`config.mk`:
```
export PLATFORM = sky130hd
export DESIGN_NAME = exu
export DESIGN_NICKNAME = d
export VERILOG_FILES = /design/src/rtl/exu_pkg.sv /design/src/rtl/exu.sv /design/src/rtl/div_datapath.sv /design/src/rtl/div_iter_counter.sv /design/src/rtl/div_ctrl.sv /design/src/rtl/exu_bru.sv /design/src/rtl/exu_alu.sv
export VERILOG_INCLUDE_DIRS = /design/src /design/src/rtl
export SDC_FILE = /design/constraint.sdc
export NUM_CORES = 1
export LEC_CHECK = 0
export CAP_MARGIN = 15
export CORE_MARGIN = 5
export CORE_UTILIZATION = 39
export DETAILED_ROUTE_END_ITERATION = 6
export DONT_BUFFER_PORTS = 1
export MAX_ROUTING_LAYER = met4
export SLEW_MARGIN = 20
export SYNTH_ARGS = -nofsm -noshare
export SYNTH_HDL_FRONTEND = slang
export SYNTH_SLANG_ARGS = --single-unit
```
`constraint.sdc`:
```
create_clock -name clk -period 6.05 [get_ports clk]
set_clock_uncertainty 0.15 [all_clocks]
set_input_delay 0.605 -clock clk [delete_from_list [all_inputs] [get_ports clk]]
set_output_delay 0.605 -clock clk [all_outputs]
set_load 0.05 [all_outputs]
```
`src/rtl/exu_settings.svh`:
```
// execution lane settings
// widths and iteration count shared by the ALU, branch and divider blocks

`ifndef EXU_SETTINGS_SVH
`define EXU_SETTINGS_SVH

// operand and result width
`define XLEN 32

// destination register address
`define REG_ADDR_WIDTH 5

// commit tag carried with every write-back
`define COMMIT_ID_WIDTH 3

// one quotient bit per iteration, so this tracks XLEN
`define DIV_CYCLES 32

`endif
```
`src/rtl/exu_pkg.sv`:
```
// execution lane types
// operation encodings for the ALU, branch unit and divider, plus divider FSM states

package exu_pkg;

    typedef enum logic [3:0] {
        alu_add  = 4'd0,
        alu_sub  = 4'd1,
        alu_sll  = 4'd2,
        alu_slt  = 4'd3,
        alu_sltu = 4'd4,
        alu_xor  = 4'd5,
        alu_srl  = 4'd6,
        alu_sra  = 4'd7,
        alu_or   = 4'd8,
        alu_and  = 4'd9
    } alu_op_e;

    typedef enum logic [2:0] {
        bjp_jal  = 3'd0,
        bjp_jalr = 3'd1,
        bjp_beq  = 3'd2,
        bjp_bne  = 3'd3,
        bjp_blt  = 3'd4,
        bjp_bge  = 3'd5,
        bjp_bltu = 3'd6,
        bjp_bgeu = 3'd7
    } bjp_op_e;

    typedef enum logic [1:0] {
        div_op_div  = 2'd0,
        div_op_divu = 2'd1,
        div_op_rem  = 2'd2,
        div_op_remu = 2'd3
    } div_op_e;

    typedef enum logic [1:0] {
        div_st_idle = 2'd0,
        div_st_busy = 2'd1,
        div_st_done = 2'd2
    } div_state_e;

endpackage

```
`src/rtl/exu.sv`:
```
// execution unit, single issue lane
// integer ALU, branch resolver and iterative divider behind one stall flag

`timescale 1ns/1ps
`include "exu_settings.svh"

module exu
    import exu_pkg::*;
(
    input  logic                        clk,
    input  logic                        arst_n_i,
    input  logic                        int_assert_i,
    input  logic                        int_jump_i,
    input  logic [`XLEN-1:0]            int_addr_i,

    input  logic                        req_alu_i,
    input  logic [`XLEN-1:0]            alu_op1_i,
    input  logic [`XLEN-1:0]            alu_op2_i,
    input  alu_op_e                     alu_op_i,
    input  logic [`REG_ADDR_WIDTH-1:0]  alu_rd_i,
    input  logic [`COMMIT_ID_WIDTH-1:0] alu_commit_id_i,
    input  logic                        alu_wb_ready_i,

    input  logic                        req_div_i,
    input  logic [`XLEN-1:0]            div_op1_i,
    input  logic [`XLEN-1:0]            div_op2_i,
    input  div_op_e                     div_op_i,
    input  logic [`REG_ADDR_WIDTH-1:0]  div_rd_i,
    input  logic [`COMMIT_ID_WIDTH-1:0] div_commit_id_i,
    input  logic                        div_wb_ready_i,

    input  logic                        req_bjp_i,
    input  logic [`XLEN-1:0]            bjp_op1_i,
    input  logic [`XLEN-1:0]            bjp_op2_i,
    input  logic [`XLEN-1:0]            bjp_jump_op1_i,
    input  logic [`XLEN-1:0]            bjp_jump_op2_i,
    input  bjp_op_e                     bjp_op_i,

    output logic                        alu_reg_we_o,
    output logic [`XLEN-1:0]            alu_reg_wdata_o,
    output logic [`REG_ADDR_WIDTH-1:0]  alu_reg_waddr_o,
    output logic [`COMMIT_ID_WIDTH-1:0] alu_commit_id_o,
    output logic                        div_reg_we_o,
    output logic [`XLEN-1:0]            div_reg_wdata_o,
    output logic [`REG_ADDR_WIDTH-1:0]  div_reg_waddr_o,
    output logic [`COMMIT_ID_WIDTH-1:0] div_commit_id_o,
    output logic                        stall_flag_o,
    output logic                        jump_flag_o,
    output logic [`XLEN-1:0]            jump_addr_o,
    output logic                        misaligned_fetch_o
);

    logic alu_stall;
    logic div_stall;
    logic div_load;
    logic div_start;
    logic div_step;
    logic div_last;

    exu_alu u_alu (
        .clk            (clk),
        .arst_n_i       (arst_n_i),
        .int_assert_i   (int_assert_i),
        .req_alu_i      (req_alu_i),
        .alu_op1_i      (alu_op1_i),
        .alu_op2_i      (alu_op2_i),
        .alu_op_i       (alu_op_i),
        .alu_rd_i       (alu_rd_i),
        .alu_commit_id_i(alu_commit_id_i),
        .wb_ready_i     (alu_wb_ready_i),
        .reg_we_o       (alu_reg_we_o),
        .reg_wdata_o    (alu_reg_wdata_o),
        .reg_waddr_o    (alu_reg_waddr_o),
        .commit_id_o    (alu_commit_id_o),
        .stall_o        (alu_stall)
    );

    exu_bru u_bru (
        .req_bjp_i         (req_bjp_i),
        .bjp_op1_i         (bjp_op1_i),
        .bjp_op2_i         (bjp_op2_i),
        .bjp_jump_op1_i    (bjp_jump_op1_i),
        .bjp_jump_op2_i    (bjp_jump_op2_i),
        .bjp_op_i          (bjp_op_i),
        .int_jump_i        (int_jump_i),
        .int_addr_i        (int_addr_i),
        .jump_flag_o       (jump_flag_o),
        .jump_addr_o       (jump_addr_o),
        .misaligned_fetch_o(misaligned_fetch_o)
    );

    div_ctrl u_div_ctrl (
        .clk         (clk),
        .arst_n_i    (arst_n_i),
        .int_assert_i(int_assert_i),
        .req_div_i   (req_div_i),
        .last_i      (div_last),
        .wb_ready_i  (div_wb_ready_i),
        .load_o      (div_load),
        .start_o     (div_start),
        .step_o      (div_step),
        .reg_we_o    (div_reg_we_o),
        .stall_o     (div_stall)
    );

    div_iter_counter u_div_cnt (
        .clk     (clk),
        .arst_n_i(arst_n_i),
        .start_i (div_start),
        .step_i  (div_step),
        .last_o  (div_last)
    );

    div_datapath u_div_dp (
        .clk            (clk),
        .arst_n_i       (arst_n_i),
        .load_i         (div_load),
        .step_i         (div_step),
        .div_op1_i      (div_op1_i),
        .div_op2_i      (div_op2_i),
        .div_op_i       (div_op_i),
        .div_rd_i       (div_rd_i),
        .div_commit_id_i(div_commit_id_i),
        .reg_wdata_o    (div_reg_wdata_o),
        .reg_waddr_o    (div_reg_waddr_o),
        .commit_id_o    (div_commit_id_o)
    );

    // either lane holding up issue stalls the pipeline
    assign stall_flag_o = alu_stall | div_stall;

endmodule

```
`src/rtl/div_datapath.sv`:
```
// divider datapath
// restoring shift-subtract on operand magnitudes, one quotient bit per step;
// signs are applied when the result is read out

`timescale 1ns/1ps
`include "exu_settings.svh"

module div_datapath
    import exu_pkg::*;
(
    input  logic                        clk,
    input  logic                        arst_n_i,
    input  logic                        load_i,
    input  logic                        step_i,
    input  logic [`XLEN-1:0]            div_op1_i,
    input  logic [`XLEN-1:0]            div_op2_i,
    input  div_op_e                     div_op_i,
    input  logic [`REG_ADDR_WIDTH-1:0]  div_rd_i,
    input  logic [`COMMIT_ID_WIDTH-1:0] div_commit_id_i,
    output logic [`XLEN-1:0]            reg_wdata_o,
    output logic [`REG_ADDR_WIDTH-1:0]  reg_waddr_o,
    output logic [`COMMIT_ID_WIDTH-1:0] commit_id_o
);

    logic             is_signed;
    logic             op1_neg;
    logic             op2_neg;
    logic [`XLEN-1:0] op1_abs;
    logic [`XLEN-1:0] op2_abs;

    logic [`XLEN-1:0] quot_q;
    logic [`XLEN-1:0] rem_q;
    logic [`XLEN-1:0] divisor_q;
    logic             neg_quot_q;
    logic             neg_rem_q;
    div_op_e          op_q;

    logic [`XLEN:0]   rem_shift;
    logic [`XLEN:0]   rem_diff;
    logic             fits;

    logic [`XLEN-1:0] quot_res;
    logic [`XLEN-1:0] rem_res;

    assign is_signed = (div_op_i == div_op_div) || (div_op_i == div_op_rem);
    assign op1_neg   = is_signed & div_op1_i[`XLEN-1];
    assign op2_neg   = is_signed & div_op2_i[`XLEN-1];
    assign op1_abs   = op1_neg ? -div_op1_i : div_op1_i;
    assign op2_abs   = op2_neg ? -div_op2_i : div_op2_i;

    // next dividend bit shifted into the partial remainder
    assign rem_shift = {rem_q, quot_q[`XLEN-1]};
    assign rem_diff  = rem_shift - {1'b0, divisor_q};
    assign fits      = (rem_shift >= {1'b0, divisor_q});

    always_ff @(posedge clk or negedge arst_n_i) begin
        if (!arst_n_i) begin
            quot_q      <= '0;
            rem_q       <= '0;
            divisor_q   <= '0;
            neg_quot_q  <= 1'b0;
            neg_rem_q   <= 1'b0;
            op_q        <= div_op_div;
            reg_waddr_o <= '0;
            commit_id_o <= '0;
        end else if (load_i) begin
            quot_q      <= op1_abs;
            rem_q       <= '0;
            divisor_q   <= op2_abs;
            // x/0 must read as all ones, so its quotient never flips sign
            neg_quot_q  <= (op1_neg ^ op2_neg) & (div_op2_i != '0);
            neg_rem_q   <= op1_neg;
            op_q        <= div_op_i;
            reg_waddr_o <= div_rd_i;
            commit_id_o <= div_commit_id_i;
        end else if (step_i) begin
            quot_q <= {quot_q[`XLEN-2:0], fits};
            rem_q  <= fits ? rem_diff[`XLEN-1:0] : rem_shift[`XLEN-1:0];
        end
    end

    // a zero divisor fits every step: quotient all ones, remainder the dividend
    // most negative / -1 gives magnitude 2^(XLEN-1), which negates back onto itself
    assign quot_res = neg_quot_q ? -quot_q : quot_q;
    assign rem_res  = neg_rem_q ? -rem_q : rem_q;

    assign reg_wdata_o = ((op_q == div_op_rem) || (op_q == div_op_remu)) ? rem_res : quot_res;

endmodule

```
`src/rtl/div_iter_counter.sv`:
```
// divider iteration counter
// counts step pulses from a start and flags the final one

`timescale 1ns/1ps
`include "exu_settings.svh"

module div_iter_counter (
    input  logic clk,
    input  logic arst_n_i,
    input  logic start_i,
    input  logic step_i,
    output logic last_o
);

    typedef logic [$clog2(`DIV_CYCLES)-1:0] cnt_t;

    cnt_t cnt_q;

    // last_o rises with the DIV_CYCLES-th step and holds until the next start
    always_ff @(posedge clk or negedge arst_n_i) begin
        if (!arst_n_i) begin
            cnt_q  <= '0;
            last_o <= 1'b0;
        end else if (start_i) begin
            cnt_q  <= '0;
            last_o <= 1'b0;
        end else if (step_i) begin
            cnt_q  <= cnt_q + cnt_t'(1);
            last_o <= (cnt_q == cnt_t'(`DIV_CYCLES - 1));
        end
    end

endmodule

```
`src/rtl/div_ctrl.sv`:
```
// divider FSM
// sequences operand load, the iteration steps and the held result,
// and returns to idle on an interrupt

`timescale 1ns/1ps

module div_ctrl
    import exu_pkg::*;
(
    input  logic clk,
    input  logic arst_n_i,
    input  logic int_assert_i,
    input  logic req_div_i,
    input  logic last_i,
    input  logic wb_ready_i,
    output logic load_o,
    output logic start_o,
    output logic step_o,
    output logic reg_we_o,
    output logic stall_o
);

    div_state_e state_q;
    div_state_e state_d;

    always_comb begin
        state_d = state_q;
        case (state_q)
            div_st_idle: begin
                if (req_div_i) begin
                    state_d = div_st_busy;
                end
            end
            div_st_busy: begin
                if (last_i) begin
                    state_d = div_st_done;
                end
            end
            div_st_done: begin
                if (wb_ready_i) begin
                    state_d = div_st_idle;
                end
            end
            default: state_d = div_st_idle;
        endcase
        if (int_assert_i) begin
            state_d = div_st_idle;
        end
    end

    always_ff @(posedge clk or negedge arst_n_i) begin
        if (!arst_n_i) begin
            state_q <= div_st_idle;
        end else begin
            state_q <= state_d;
        end
    end

    assign load_o  = (state_q == div_st_idle) & req_div_i & ~int_assert_i;
    assign start_o = load_o;
    // last_i comes up after the final step and that cycle only moves to done
    assign step_o   = (state_q == div_st_busy) & ~last_i;
    assign reg_we_o = (state_q == div_st_done);
    assign stall_o  = (state_q != div_st_idle);

    a_req_only_in_idle: assert property (
        @(posedge clk) disable iff (!arst_n_i) (state_q != div_st_idle) |-> !req_div_i
    );

    // done must follow a fresh rise of last_i from the counter
    a_done_after_last: assert property (
        @(posedge clk) disable iff (!arst_n_i)
            $rose(state_q == div_st_done) |-> $past(last_i) && !$past(last_i, 2)
    );

endmodule

```
`src/rtl/exu_bru.sv`:
```
// branch and jump resolver
// evaluates the branch condition and target in the same cycle,
// lets an interrupt jump override it and flags misaligned targets

`timescale 1ns/1ps
`include "exu_settings.svh"

module exu_bru
    import exu_pkg::*;
(
    input  logic             req_bjp_i,
    input  logic [`XLEN-1:0] bjp_op1_i,
    input  logic [`XLEN-1:0] bjp_op2_i,
    input  logic [`XLEN-1:0] bjp_jump_op1_i,
    input  logic [`XLEN-1:0] bjp_jump_op2_i,
    input  bjp_op_e          bjp_op_i,
    input  logic             int_jump_i,
    input  logic [`XLEN-1:0] int_addr_i,
    output logic             jump_flag_o,
    output logic [`XLEN-1:0] jump_addr_o,
    output logic             misaligned_fetch_o
);

    logic             taken;
    logic             branch_jump;
    logic [`XLEN-1:0] target;

    always_comb begin
        case (bjp_op_i)
            bjp_jal,
            bjp_jalr: taken = 1'b1;
            bjp_beq:  taken = (bjp_op1_i == bjp_op2_i);
            bjp_bne:  taken = (bjp_op1_i != bjp_op2_i);
            bjp_blt:  taken = ($signed(bjp_op1_i) < $signed(bjp_op2_i));
            bjp_bge:  taken = ($signed(bjp_op1_i) >= $signed(bjp_op2_i));
            bjp_bltu: taken = (bjp_op1_i < bjp_op2_i);
            bjp_bgeu: taken = (bjp_op1_i >= bjp_op2_i);
            default:  taken = 1'b0;
        endcase
    end

    always_comb begin
        target = bjp_jump_op1_i + bjp_jump_op2_i;
        // jalr drops the low bit of rs1 + imm
        if (bjp_op_i == bjp_jalr) begin
            target[0] = 1'b0;
        end
    end

    assign branch_jump = req_bjp_i & taken;

    assign jump_flag_o = int_jump_i | branch_jump;
    assign jump_addr_o = int_jump_i ? int_addr_i : target;

    // no compressed support, so bit 1 of a taken target is a fault
    assign misaligned_fetch_o = branch_jump & ~int_jump_i & target[1];

endmodule

```
`src/rtl/exu_alu.sv`:
```
// integer ALU
// computes one operation per request and registers the result with its tag;
// the write-back stays valid until the write-back stage accepts it

`timescale 1ns/1ps
`include "exu_settings.svh"

module exu_alu
    import exu_pkg::*;
(
    input  logic                        clk,
    input  logic                        arst_n_i,
    input  logic                        int_assert_i,
    input  logic                        req_alu_i,
    input  logic [`XLEN-1:0]            alu_op1_i,
    input  logic [`XLEN-1:0]            alu_op2_i,
    input  alu_op_e                     alu_op_i,
    input  logic [`REG_ADDR_WIDTH-1:0]  alu_rd_i,
    input  logic [`COMMIT_ID_WIDTH-1:0] alu_commit_id_i,
    input  logic                        wb_ready_i,
    output logic                        reg_we_o,
    output logic [`XLEN-1:0]            reg_wdata_o,
    output logic [`REG_ADDR_WIDTH-1:0]  reg_waddr_o,
    output logic [`COMMIT_ID_WIDTH-1:0] commit_id_o,
    output logic                        stall_o
);

    logic [`XLEN-1:0] result;
    logic [4:0]       shamt;

    assign shamt = alu_op2_i[4:0];

    always_comb begin
        case (alu_op_i)
            alu_add:  result = alu_op1_i + alu_op2_i;
            alu_sub:  result = alu_op1_i - alu_op2_i;
            alu_sll:  result = alu_op1_i << shamt;
            alu_slt:  result = {{(`XLEN-1){1'b0}}, $signed(alu_op1_i) < $signed(alu_op2_i)};
            alu_sltu: result = {{(`XLEN-1){1'b0}}, alu_op1_i < alu_op2_i};
            alu_xor:  result = alu_op1_i ^ alu_op2_i;
            alu_srl:  result = alu_op1_i >> shamt;
            alu_sra:  result = $signed(alu_op1_i) >>> shamt;
            alu_or:   result = alu_op1_i | alu_op2_i;
            alu_and:  result = alu_op1_i & alu_op2_i;
            default:  result = '0;
        endcase
    end

    // valid flag, a new request wins over retirement on the same edge
    always_ff @(posedge clk or negedge arst_n_i) begin
        if (!arst_n_i) begin
            reg_we_o <= 1'b0;
        end else if (int_assert_i) begin
            reg_we_o <= 1'b0;
        end else if (req_alu_i) begin
            reg_we_o <= 1'b1;
        end else if (wb_ready_i) begin
            reg_we_o <= 1'b0;
        end
    end

    always_ff @(posedge clk or negedge arst_n_i) begin
        if (!arst_n_i) begin
            reg_wdata_o <= '0;
            reg_waddr_o <= '0;
            commit_id_o <= '0;
        end else if (req_alu_i) begin
            reg_wdata_o <= result;
            reg_waddr_o <= alu_rd_i;
            commit_id_o <= alu_commit_id_i;
        end
    end

    // held result not yet taken
    assign stall_o = reg_we_o & ~wb_ready_i;

    // issue must wait while a result is blocked at write-back
    a_no_req_when_stalled: assert property (
        @(posedge clk) disable iff (!arst_n_i) stall_o |-> !req_alu_i
    );

endmodule

```
Yosys cells after proc, flatten, opt, wreduce, memory -nomap -nowiden. Index checks and enable logic that the tools add are counted.

Flip-flop bits (word level): 157. Input bits: 322. Output and inout bits: 117. Word-level logic and storage cells: 119.

Add/sub/neg operators: 9. $lt $le $gt $ge: 7. Eq/ne operators: 27. Shift-type cells: 3. Multiplexer cells: 26. Bitwise operators: 20. Reduce and logical (&&, ||, !) cells: 12.

Operators with widths (number): two-way mux 32 bit (11); case mux 32 bit (10 select lines) (1); < comparator 32 bit (4); negator 32 bit (4); adder 32 bit (2); >= comparator 32 bit (2); subtractor 32 bit (2); >= comparator 33 x 32 -> 1 bit (1); AND 32 bit (1); == test 32 bit (1); != test 32 bit (1); bitwise OR 32 bit (1); nonzero test 32 bit (1); left shift 32 x 5 -> 32 bit (1); right shift 32 x 5 -> 32 bit (1); >>> shifter 32 x 5 -> 32 bit (1); XOR 32 bit (1); == test 4 x 3 -> 1 bit, second input constant (4); == test 3 bit, second input constant (4); AND 1 bit (10); two-way mux 5 bit (2); == test 2 bit, second input constant (4); == test 4 x 2 -> 1 bit, second input constant (2); == test 4 bit, second input constant (2); other kinds (23) (40).

Longest topological paths before layout. Gate-level depths: netlist of the first run.

Depth in word-level cells: 6. Mapped depth: 16. Mapped depth without buffers: 14.

By module. Synthesis of the first run repeated with hierarchy kept, for this count alone.

Cell total of the unflattened synthesis: 3038. Area, all modules: 22954.5 um2.

By module, submodules not included: exu_alu (instances 1, cells an instance 1358, area each 10161.0 um2, sequential area each 1026.0 um2); div_datapath (instances 1, cells an instance 1191, area each 9246.4 um2, sequential area each 2677.6 um2); exu_bru (instances 1, cells an instance 450, area each 3105.5 um2, sequential area each 0.0 um2); div_iter_counter (instances 1, cells an instance 25, area each 315.3 um2, sequential area each 150.1 um2); div_ctrl (instances 1, cells an instance 13, area each 120.1 um2, sequential area each 50.0 um2); exu (instances 1, cells an instance 1, area each 6.3 um2, sequential area each 0.0 um2).

Least setup slack after synthesis of the first run. Ideal clock, no wire load.

Path type: input to output. Start point: input bjp_jump_op1_i[8]. End point: output jump_addr_o[30]. Data arrival time: 3886 ps. Required time: 5295 ps. Slack: 1409 ps. Stages on the path: 11. Path buffers: 0. Cells stage by stage: ha_1 > and3_1 > nor2b_1 > o21a_1 > a2111o_1 > a41oi_1 > o21ai_1 > a21o_1 > o31a_1 > mux2i_1 > o21ai_0.

Word-level cells in the longest chain between the ends: 2.

Ends and longest elaborated chain: start: declaration (RTL line exu.sv:35) `` input logic [`XLEN-1:0] bjp_jump_op1_i, ``; adder 32 bit (RTL line exu_bru.sv:43) `target = bjp_jump_op1_i + bjp_jump_op2_i;`; two-way mux 32 bit (RTL line exu_bru.sv:53) `assign jump_addr_o = int_jump_i ? int_addr_i : target;`; end: declaration (RTL line exu.sv:49) `` output logic [`XLEN-1:0] jump_addr_o, ``.

Every way passes these cells.

Final worst setup path of the first run.
Start point: register u_div_dp.quot_q[0]. End point: output div_reg_wdata_o[22].

Word-level cells in the longest chain between the ends: 3.

Ends and longest elaborated chain: start: declaration (RTL line div_datapath.sv:31) `` logic [`XLEN-1:0] quot_q; ``; start signal: assignment (RTL line div_datapath.sv:67) `quot_q <= op1_abs;`; start signal: assignment (RTL line div_datapath.sv:77) `` quot_q <= {quot_q[`XLEN-2:0], fits}; ``; negator 32 bit (RTL line div_datapath.sv:84) `assign quot_res = neg_quot_q ? -quot_q : quot_q;`; two-way mux 32 bit (RTL line div_datapath.sv:84); two-way mux 32 bit (RTL line div_datapath.sv:87) `assign reg_wdata_o = ((op_q == div_op_rem) || (op_q == div_op_remu)) ? rem_res : quot_res;`; end: declaration (RTL line exu.sv:44) `` output logic [`XLEN-1:0] div_reg_wdata_o, ``.

Every way passes these cells.

==> results of run 1 <==
## worst max-delay path by stage
stage | start | endpoint | slack, ns | cells past startpoint
after global routing | u_div_dp.rem_q[5]$_DFFE_PN0P_ | div_reg_wdata_o[31] | 0.85 | 10
after floorplan | bjp_jump_op1_i[8] | jump_addr_o[30] | 1.41 | 11
after global placement | bjp_jump_op1_i[0] | jump_addr_o[26] | 1.42 | 13
after CTS | u_div_dp.quot_q[0]$_DFFE_PN0P_ | div_reg_wdata_o[28] | 1.09 | 11
after detailed placement | bjp_jump_op1_i[0] | jump_addr_o[26] | 1.39 | 13
final | u_div_dp.quot_q[0]$_DFFE_PN0P_ | div_reg_wdata_o[22] | 1.11 | 10
## state kept, by name, summed over array words and instances, names as in the netlist
name / flops
u_alu.reg_wdata_o: 32
u_div_cnt.last_o: 1
u_alu.reg_waddr_o: 5
u_alu.commit_id_o: 3
u_div_dp.neg_quot_q: 1
u_div_ctrl.state_q: 2
u_alu.reg_we_o: 1
u_div_dp.neg_rem_q: 1
u_div_dp.divisor_q: 32
u_div_dp.op_q: 1
u_div_dp.reg_waddr_o: 5
u_div_dp.rem_q: 32
u_div_dp.quot_q: 32
u_div_cnt.cnt_q: 5
u_div_dp.commit_id_o: 3
## layout by cell type (no fill, tap or decap), types with 17 or more instances in the layout
master / count
o21ai_1: 38
a221oi_1: 28
a31oi_1: 22
mux2i_1: 62
a211oi_1: 35
nand2_1: 273
nand3_1: 36
buf_4: 29
nor3_1: 67
nand2b_1: 31
o211ai_1: 22
or4_1: 19
ha_1: 198
mux4_2: 52
o31ai_1: 39
clkbuf_16: 17
o2bb2ai_1: 18
a22oi_1: 43
or3_1: 23
a21oi_1: 211
nor2_1: 258
a21o_1: 52
o21ai_0: 244
xor2_1: 82
nor2b_1: 35
nand4_1: 18
xnor2_1: 90
nor4_1: 28
o21bai_1: 18
o21a_1: 19
dfrtp_1: 155
inv_1: 187
## worst max-delay path, stage by stage, from the launching register on
cell and delay, ns:
dfrtp_1 0.40, inv_1 0.13, ha_1 0.22, nand3b_1 0.14
or2_2 0.36, or4_1 0.55, or4_1 0.52, o31ai_1 0.26
xnor2_1 0.15, nor2_1 0.05, a21oi_1 0.92
## where the power goes
part | switching, uW | internal [uW]
logic | 2690 | 1560
clock network | 557 | 552
registers | 646 | 1320
## cell families (layout without fill, tap and decap cells)
| kind of cell | after synthesis | in the layout | synth area share (%) |
|---|---|---|---|
| muxes | 130 | 130 | 9.12 |
| AOI/OAI and AO/OA | 954 | 954 | 28.8 |
| DFF | 156 | 156 | 18.1 |
| and+or+nand+nor | 865 | 865 | 18.7 |
| other | 0 | 4 | 0 |
| buffers and inverters | 359 | 252 | 6.53 |
| xor gates and xnor gates | 172 | 172 | 6.97 |
| adders and majority gates | 202 | 202 | 11.8 |
## per-stage QoR
stage	hold slack, ns	instances	area [um2]	utilization [%]
floorplan	0.159	2838	21600	-
global placement	0.163	3445	22100	40.2
detailed placement	0.163	3445	22100	40.2
CTS	0.0238	3479	22700	41.3
global route	0.0233	3483	22800	41.4
finish	-0.0562	3483	22800	41.4
## final cells by class
cell class                 count  area [um2]  area share, %
clock inverter                14         128          0.561
timing repair buffer          31         255           1.12
clock buffer                  18         439           1.93
tap                          748         936           4.11
sequential                   156        3910           17.2
antenna                        4        10.0         0.0440
inverter                     189         709           3.12
multi-input combinational   2323       16400           71.9
## per-layer routing
metal	wire length (um)	share of wire [%]
met1	34400	41
met2	39600	47
met3	7470	8.8
met4	3440	4.1
met5	0	0
## timing repair
action / 4_1_cts / 5_1_grt
setup endpoints to repair: 0 / 0
hold buffers: 2 / 0
endpoints found under the hold margin: 158 / 0
==> results.md, run 1 <==
- Clock Latency Late Sink: 0.49 ns
- Worst R2R Start: u_div_dp.quot_q[31]$_DFFE_PN0P_
- Area fraction of the dominant cell type after synthesis: 18.1%
- Std-Cell Rows: 86
- Post-route setup slack: 1.11 ns
- Syn nets: 3,362
- Buffers on Ports: 0
- Number of vias per cell: 6.29
- FF-to-FF path depth: 14
- Static leakage: 0.00971 uW
- Achievable Freq: 202 MHz
- Die ar.: 60,200 um2
- Setup CP Type: reg -> out
- Min cycle time layout: 4.94 ns
- Fraction of layout cells with a size suffix above 1: 6.96%
- Clock Root Buffer: clkbuf_16
- Vias in the first global route: 21,314
- Placed wire-length estimate: 65,000 um
- Gr busiest metal: met2
- PD cells: 322 nW/um2
- Final Power: 7330 uW
- Final period util: 81.6%
- GRT met3 Usage: 7.64%
- Cell taking the most area after synthesis: dfrtp_1
- Synth area leaders: dfrtp_1, ha_1, o21ai_0, mux4_2, a21oi_1
- Initial Util: 39.3%
- Die X: 245 um
- Area grow syn2layout: 5.27%
- Cell with the most instances after synthesis: o21ai_0
- Failing checks: negative hold slack
- Slew @ Worst Pin: 1.18 ns
- Gp weighted congestion: 1.02
- Data required, critical path: 5.29 ns
- Met2 Usage GRT: 43.9%
- # Post-CTS Setup Buffers: 0
- Prevailing post-synth register cell: dfrtp_1
- CTS tree: done
- Status: finished, violations left
- Post-synth ARST share: 100%
- Fill count: 5,666
- Max Slew Vio Count: 0
- Setup-failing EPs final: 0
- Reg clk slew, reported paths: 0.08 ns
- WL final: 85,000 um
- Ports: 439
- Max-cap violations: 0
- Total CTS buffers: 17
- Seq/Total Area, Yosys: 18.1%
- Number of synthesis warnings: 0
- DRC: 0
- RSZ-0062 raised after global routing: false
- Crit start category: register
- Met1 Usage GRT: 33.9%
- Placement Setup Slack: 1.39 ns
- DR pass1 iterations: 6
- Vias: 21,904
- Mean Syn Cell Area: 7.62 um2
- H-tree lvl count: 4
- Synthesized area: 21,600 um2
- Worst R2R Setup Slack: 1.83 ns
- Clock Tree Buf Depth: 2
- Slew headroom: 21.6%
- Largest net degree at the start of global routing: 157
- CP Capture Type: output port
- #FFs+latches synth: 156
- Setup TNS: 0 ns
- Number of distinct library cells after synthesis: 98
- Post-route ant nets: 0
- Reg2reg end: u_div_dp.rem_q[30]$_DFFE_PN0P_
- Die Y: 245 um
- Gr usage total: 27.8%
- Cells after synthesis: 2,838
- WL per Instance: 24.4 um
- Worst vdd ir: 0.350 mV
- Worst Path Max Fanout: 4
- Synth top cells by count: o21ai_0, nand2_1, nor2_1
- EDFF count, synth: 0
- Hold WS: -0.0562 ns
- Core Region: 55,000 um2
- First-pass GRT wire length: 128,000 um
- Hold Crit Class: in -> async
- Final nets: 3,242
- DRT iter0 DRCs: 1,912
- Crit path DAT: 4.18 ns
- Post-CTS resize count: 0
- Total gr overflow: 0
- Hold Vio Cnt, Final: 7
- Initial antenna violation count: 4
- Clock Sinks: 156
No activity file was read; power rests on OpenSTA's default activity.
==> inputs of run 2 (changes only) <==
==> constraint.sdc (replaced) <==
create_clock -name clk -period 4.22 [get_ports clk]
set_clock_uncertainty 0.15 [all_clocks]
set_input_delay 0.422 -clock clk [delete_from_list [all_inputs] [get_ports clk]]
set_output_delay 0.422 -clock clk [all_outputs]
set_load 0.05 [all_outputs]
==> run 2 against run 1 <==
The run now ends clean; sequential power grew 44%; final area grew 7.1%; sequential share of layout area shrank 1.1 points; non-clock buffer count grew 168; clock power grew 41%; first-iteration DRC count grew 7.0%; critical path type unchanged; largest power group unchanged.
==> results.md, run 2 (synthesis results as in run 1) <==
- Slew @ Worst Pin: 1.05 ns (was 1.18 ns)
- Initial antenna violation count: 4 (unchanged)
- Post-route setup slack: 0.109 ns (was 1.11 ns)
- Max-cap violations: 0 (unchanged)
- Placed wire-length estimate: 65,600 um (was 65,000 um)
- Std-Cell Rows: 86 (unchanged)
- Total CTS buffers: 17 (unchanged)
- Fraction of layout cells with a size suffix above 1: 10.3% (was 6.96%)
- Post-route ant nets: 0 (unchanged)
- Clock Sinks: 156 (unchanged)
- Die Y: 245 um (unchanged)
- PD cells: 454 nW/um2 (was 322 nW/um2)
- Commonest non-fill, non-tap cell in the layout: nand2_1 (unchanged)
- Register area: 3910 um2 (about the same)
- Setup-failing EPs final: 0 (unchanged)
- Core Region: 55,000 um2 (unchanged)
- Most frequent cells in the layout: nand2_1, nor2_1, o21ai_0, a21oi_1, ha_1 (unchanged)
- Status: completed (was finished, violations left)
- Data required, critical path: 3.65 ns (was 5.29 ns)
- WL per Instance: 23.7 um (was 24.4 um)
- Static leakage: 0.0105 uW (was 0.00971 uW)
- Placed insts: 3,516 (was 3,445)
- Slew headroom: 29.8% (was 21.6%)
- Clk network pwr share: 14.1% (was 15.1%)
- Total gr overflow: 0 (unchanged)
- Final nets: 3,410 (was 3,242)
- DR pass1 iterations: 6 (unchanged)
- Vias: 22,544 (was 21,904)
- Worst R2R Setup Slack: 0.44 ns (was 1.83 ns)
- Vias in the first global route: 22,029 (was 21,314)
- Hold_sp: div_wb_ready_i
- Reg2reg end: u_div_dp.rem_q[28]$_DFFE_PN0P_ (was u_div_dp.rem_q[30]$_DFFE_PN0P_)
- Worst R2R Start: u_div_dp.quot_q[31]$_DFFE_PN0P_ (unchanged)
- Setup TNS: 0 ns (unchanged)
- Clock Tree Buf Depth: 2 (unchanged)
- Buffers on Ports: 0 (unchanged)
- Setup CP Type: reg -> out (unchanged)
- Power share of the sequential group: 25.6% (was 26.9%)
- Max Slew Vio Count: 0 (unchanged)
- Fin cells: 3,649 (was 3,483)
- Min cycle time layout: 4.11 ns
- DRT iter0 DRCs: 2,045 (was 1,912)
- Final Power: 11,100 uW (was 7330 uW)
- Multi-input logic area: 16,500 um2 (was 16,400 um2)
- Core Util, Final: 44.3% (was 41.4%)
- Placement Setup Slack: 0.345 ns (was 1.39 ns)
- Clock Latency Late Sink: 0.48 ns (was 0.49 ns)
- RSZ-0062 raised after global routing: true (was false)
- Die ar.: 60,200 um2 (unchanged)
- Worst vdd ir: 0.545 mV (was 0.350 mV)
- Initial Util: 39.3% (unchanged)
- DRC: 0 (unchanged)
- Crit start category: register (unchanged)
- Reg clk slew, reported paths: 0.07 ns (was 0.08 ns)
- Hold Vio Cnt, Final: 0 (was 7)
- Number of vias per cell: 6.18 (was 6.29)
- Hold Crit Class: in -> reg (was in -> async)
- CTS tree: done (unchanged)
- Clock Root Buffer: clkbuf_16 (unchanged)
- Combinational share of power: 60.3% (was 58.0%)
- Hold depth: 3
- Fill count: 5,504 (was 5,666)
- Area grow syn2layout: 12.7% (was 5.27%)
- Gr usage total: 28.2% (was 27.8%)
- CP Capture Type: output port (unchanged)
- WL final: 86,500 um (was 85,000 um)
- Achievable Freq: 243 MHz
- Ports: 439 (unchanged)
- Largest net degree at the start of global routing: 157 (unchanged)
- Sw Share: 51.7% (was 53.1%)
- Final period util: 97.4%
- Sw Pwr: 5720 uW (was 3890 uW)
- Die X: 245 um (unchanged)
- Worst Path Max Fanout: 4 (unchanged)
- FF-to-FF path depth: 15 (was 14)
- Hold EP: u_div_ctrl.state_q[1]$_DFFE_PN0P_
- Crit path DAT: 3.54 ns (was 4.18 ns)
- H-tree lvl count: 4 (unchanged)
- Int Pwr: 5340 uW (was 3430 uW)
- First-pass GRT wire length: 131,000 um (was 128,000 um)
- Gp weighted congestion: 1.00 (was 1.02)
[run 2: cell types whose count changed in the layout (fill, tap and decap cells not counted), sizes merged]
cell / previous run / this run
buf: 30 / 110
clkbuf: 18 / 19
clkinv: 5 / 4
clkinvlp: 2 / 3
diode: 4 / 3
dlygate4sd3: 1 / 89
inv: 196 / 194
[run 2: worst max-delay path by stage]
stage,start,endpoint,slack [ns],cells past startpoint
floorplan,bjp_jump_op1_i[8],jump_addr_o[26],0.04,11
global placement,bjp_op2_i[1],misaligned_fetch_o,0.38,13
detailed placement,bjp_op2_i[1],misaligned_fetch_o,0.35,13
CTS,u_div_dp.rem_q[6]$_DFFE_PN0P_,div_reg_wdata_o[25],0.001,11
global route,u_div_dp.quot_q[0]$_DFFE_PN0P_,div_reg_wdata_o[28],-0.04,12
finish,u_div_dp.quot_q[0]$_DFFE_PN0P_,div_reg_wdata_o[22],0.11,11
[run 2: power by group through the flow]
| stage | logic (uW) | registers, uW | clock network, uW |
|---|---|---|---|
| finish | 6670 | 2830 | 1560 |
| global route | 7320 | 2890 | 1660 |
| CTS | 6520 | 2800 | 1610 |
| detailed placement | 6340 | 2810 | 0 |
| global placement | 6290 | 2800 | 0 |
| floorplan | 4890 | 2530 | 0 |
[run 2: worst max-delay path, cell delays in order (launching register included)]
cell      delay [ns]
dfrtp_1         0.41
inv_2           0.10
ha_2            0.20
nand3b_1        0.16
or2_4           0.31
or4_4           0.51
or4_4           0.50
o31ai_2         0.21
xnor2_1         0.16
nor2_1          0.08
a21oi_2         0.22
buf_6           0.19
[run 2: stage by stage]
step                      area [um2]  hold WS [ns]
after global routing           24400        0.0356
final                          24400        0.0365
after global placement         22600      -0.00884
after detailed placement       22600      -0.00835
after CTS                      24200       0.00287
after floorplan                21600       -0.0236
[run 2: metal layers]
metal / part of all wire [%] / vias up / track usage [%] / wire (um)
met5: 0 / - / - / 0
met4: 3.2 / 0 / 9.16 / 2770
met3: 9.0 / 156 / 6.71 / 7800
met2: 47 / 1030 / 44.7 / 40600
met1: 41 / 10870 / 35.7 / 35300
li1: - / 10488 / - / -
[run 2: repair_timing]
item,CTS,global route
pin swaps,0,3
buffers inserted,0,9
gates resized for setup,14,34
endpoints found under the setup margin,9,11
hold buffers,90,0
hold endpoints to repair,237,0
[run 2: cell type report]
cell class                 instances  share of cell area [%]
sequential                       156                    16.0
multi-input combinational       2323                    67.7
tap                              748                    3.84
clock buffer                      19                    1.86
timing repair buffer             199                    7.17
clock inverter                    12                   0.431
antenna                            3                  0.0308
inverter                         189                    2.91
==> inputs of run 3 (changes only) <==
--- a/config.mk
+++ b/config.mk
@@ -15,4 +15,5 @@
 export SLEW_MARGIN = 20
 export SYNTH_ARGS = -nofsm -noshare
 export SYNTH_HDL_FRONTEND = slang
+export SYNTH_HIERARCHICAL = 1
 export SYNTH_SLANG_ARGS = --single-unit
==> run 3 against run 2 <==
Sequential share of layout area down 0.77 points; flip-flop and latch count unchanged; maximum frequency down 2.2%; first-iteration DRC count is 31% higher; final area grew 5.0%; synthesized cell count up 7.0%; via count rose by 8.5%; combinational power up 1%; non-clock buffer count is 13 lower; area after synthesis grew 6.2%; critical path type unchanged; largest cell class unchanged.
==> results.md, run 3 <==
- Cell taking the most area after synthesis: dfrtp_1 (unchanged)
- Synthesized area: 23,000 um2 (was 21,600 um2)
- Std-Cell Rows: 89 (was 86)
- Total CTS buffers: 17 (unchanged)
- Gr usage total: 29.7% (was 28.2%)
- Area fraction of the dominant cell type after synthesis: 17.0% (was 18.1%)
- Vias in the first global route: 23,024 (was 22,029)
- Number of distinct library cells after synthesis: 104 (was 98)
- Final period util: 99.6% (was 97.4%)
- RSZ-0062 raised after global routing: true (unchanged)
- Vias: 24,455 (was 22,544)
- Area grow syn2layout: 11.5% (was 12.7%)
- Hold Crit Class: in -> reg (unchanged)
- Register area: 3910 um2 (about the same)
- Multi-input logic area: 17,700 um2 (was 16,500 um2)
- Hold Vio Cnt, Final: 0 (unchanged)
- Hold WS: 0.0329 ns (was 0.0365 ns)
- DR pass1 iterations: 6 (unchanged)
- Initial antenna violation count: 2 (was 4)
- Initial Util: 39.1% (was 39.3%)
- First-pass GRT wire length: 144,000 um (was 131,000 um)
- Final nets: 3,586 (was 3,410)
- Crit start category: register (unchanged)
- Status: completed (unchanged)
- Max-cap violations: 0 (unchanged)
- Die Y: 253 um (was 245 um)
- Gp weighted congestion: 1.01 (was 1.00)
- PD cells: 438 nW/um2 (was 454 nW/um2)
- Static leakage: 0.0108 uW (was 0.0105 uW)
- Synth top cells by count: nor2_1, nand2_1, a21oi_1 (was o21ai_0, nand2_1, nor2_1)
- Most frequent cells in the layout: nor2_1, nand2_1, a21oi_1, inv_1, ha_1 (was nand2_1, nor2_1, o21ai_0, a21oi_1, ha_1)
- CTS tree: done (unchanged)
- Seq/Total Area, Yosys: 17.0% (was 18.1%)
- #FFs+latches synth: 156 (unchanged)
- Buffers on Ports: 0 (unchanged)
- Worst Path Max Fanout: 6 (was 4)
- Clock Root Buffer: clkbuf_16 (unchanged)
- Synth area leaders: dfrtp_1, ha_1, a21oi_1, mux4_2, nor2_1 (was dfrtp_1, ha_1, o21ai_0, mux4_2, a21oi_1)
- Met1 Usage GRT: 38.8% (was 35.7%)
- Reg clk slew, reported paths: 0.07 ns (about the same)
- Crit path DAT: 3.63 ns (was 3.54 ns)
- Setup CP Type: reg -> out (unchanged)
- CP Capture Type: output port (unchanged)
- Post-synth ARST share: 100% (unchanged)
- Setup-failing EPs final: 0 (unchanged)
- Achievable Freq: 238 MHz (was 243 MHz)
- Core Region: 58,700 um2 (was 55,000 um2)
- Largest net degree at the start of global routing: 157 (unchanged)
- DRC: 0 (unchanged)
- Number of synthesis warnings: 6 (was 0)
- Fill count: 5,936 (was 5,504)
- Cell with the most instances after synthesis: nor2_1 (was o21ai_0)
- H-tree lvl count: 4 (unchanged)
- Clock Sinks: 156 (unchanged)
- Total gr overflow: 0 (unchanged)
- Die X: 253 um (was 245 um)
- Clock Tree Buf Depth: 2 (unchanged)
- WL final: 97,400 um (was 86,500 um)
- Post-route ant nets: 0 (unchanged)
- Fraction of layout cells with a size suffix above 1: 10.8% (was 10.3%)
- Gr busiest metal: met2 (unchanged)
- EDFF count, synth: 0 (unchanged)
- Syn nets: 3,564 (was 3,362)
- Cells after synthesis: 3,038 (was 2,838)
- Slew headroom: 20.4% (was 29.8%)
- Met2 Usage GRT: 45.3% (was 44.7%)
- Number of vias per cell: 6.36 (was 6.18)
- Ports: 439 (unchanged)
- Max Slew Vio Count: 0 (unchanged)
- DRT iter0 DRCs: 2,687 (was 2,045)
- Placed wire-length estimate: 74,500 um (was 65,600 um)
- Prevailing post-synth register cell: dfrtp_1 (unchanged)
- WL per Instance: 25.3 um (was 23.7 um)
- Die ar.: 63,800 um2 (was 60,200 um2)
- Slew @ Worst Pin: 1.19 ns (was 1.05 ns)
- Worst vdd ir: 0.621 mV (was 0.545 mV)
- GRT met3 Usage: 6.67% (was 6.71%)
- Mean Syn Cell Area: 7.56 um2 (was 7.62 um2)
- Data required, critical path: 3.65 ns (about the same)
- Commonest non-fill, non-tap cell in the layout: nor2_1 (was nand2_1)
- Clock Latency Late Sink: 0.48 ns (about the same)
- Min cycle time layout: 4.20 ns (was 4.11 ns)
- Setup TNS: 0 ns (unchanged)
-- run 3: cell count changes after synthesis, sizes merged, moves of 23 or more --
cell / delta
nor2: +46
o21ai: -69
a22oi: -30
a21oi: +64
nand3: +23
a311oi: +30
-- run 3: final cells by class --
cell class                 instances  area share (%)
multi-input combinational       2491            69.1
sequential                       156            15.3
timing repair buffer             186            6.41
tap                              773            3.78
inverter                         208            3.05
clock buffer                      18            1.68
clock inverter                    14           0.680
antenna                            1         0.00978
-- run 3: logic make-up (layout without fill, tap and decap cells) --
| group | Yosys count | in the layout | synth area share, % |
|---|---|---|---|
| DFF | 156 | 156 | 17.0 |
| buffers and inverters | 391 | 426 | 6.68 |
| AOI/OAI and AO/OA | 968 | 968 | 27.7 |
| muxes | 165 | 165 | 10.6 |
| xor gates and xnor gates | 165 | 165 | 6.30 |
| adders and majority gates | 204 | 204 | 11.3 |
| and+or+nand+nor | 989 | 989 | 20.5 |
| other | 0 | 1 | 0 |
-- run 3: through the flow --
stage	area, um2	worst slack (ns)	utilization, %	power [uW]	cells
floorplan	23000	0.172	-	7300	3038
global placement	24100	0.398	41.0	9090	3736
detailed placement	24100	0.422	41.0	9170	3736
CTS	25500	0.00418	43.4	11100	3840
global route	25600	-0.0776	43.6	11900	3847
finish	25600	0.0158	43.6	11200	3847
-- run 3: power breakdown --
| part | switching (uW) | total, uW | internal (uW) |
|---|---|---|---|
| registers | 826 | 2710 | 1880 |
| clock network | 844 | 1740 | 900 |
| logic | 4230 | 6760 | 2530 |
| total | 5900 | 11200 | 5310 |
-- run 3: critical path, cell delays in order, from the launching register on --
cell     delay, ns
dfrtp_2       0.44
or4_4         0.50
or3_4         0.35
or2_4         0.27
or3_4         0.37
or4_4         0.47
o41ai_4       0.23
xor2_1        0.17
mux2i_1       0.10
buf_4         0.24
-- run 3: final timing paths --
| kind | to | slack [ns] | start | depth (start not counted) |
|---|---|---|---|---|
| worst max-delay path | div_reg_wdata_o[29] | 0.02 | u_div_dp/quot_q[8]$_DFFE_PN0P_ | 9 |
| worst min-delay path | u_div_dp/quot_q[16]$_DFFE_PN0P_ | 0.03 | div_op1_i[16] | 3 |
| worst max register to register | u_div_dp/rem_q[6]$_DFFE_PN0P_ | 0.37 | u_div_dp/rem_q[4]$_DFFE_PN0P_ | 11 |
| worst min register to register | u_div_dp/neg_rem_q$_DFFE_PN0P_ | 0.36 | u_div_dp/neg_rem_q$_DFFE_PN0P_ | 1 |
| max in group asynchronous | u_div_dp/rem_q[5]$_DFFE_PN0P_ | 2.64 | arst_n_i | 2 |
| min in group asynchronous | u_alu/reg_wdata_o[4]$_DFFE_PN0P_ | 0.47 | arst_n_i | 2 |
-- run 3: routing by layer --
| metal | wire (um) | vias up |
|---|---|---|
| met2 | 43800 | 1277 |
| met4 | 4060 | 0 |
| met3 | 9310 | 192 |
| li1 | - | 11190 |
| met1 | 40300 | 11796 |
| met5 | 0 | - |
-- run 3: timing repair --
action	CTS	global route
endpoints found under the hold margin	229	0
pin swaps	0	5
endpoints found under the setup margin	10	9
gates resized for setup	12	16
setup buffers	2	6
hold buffers	70	0
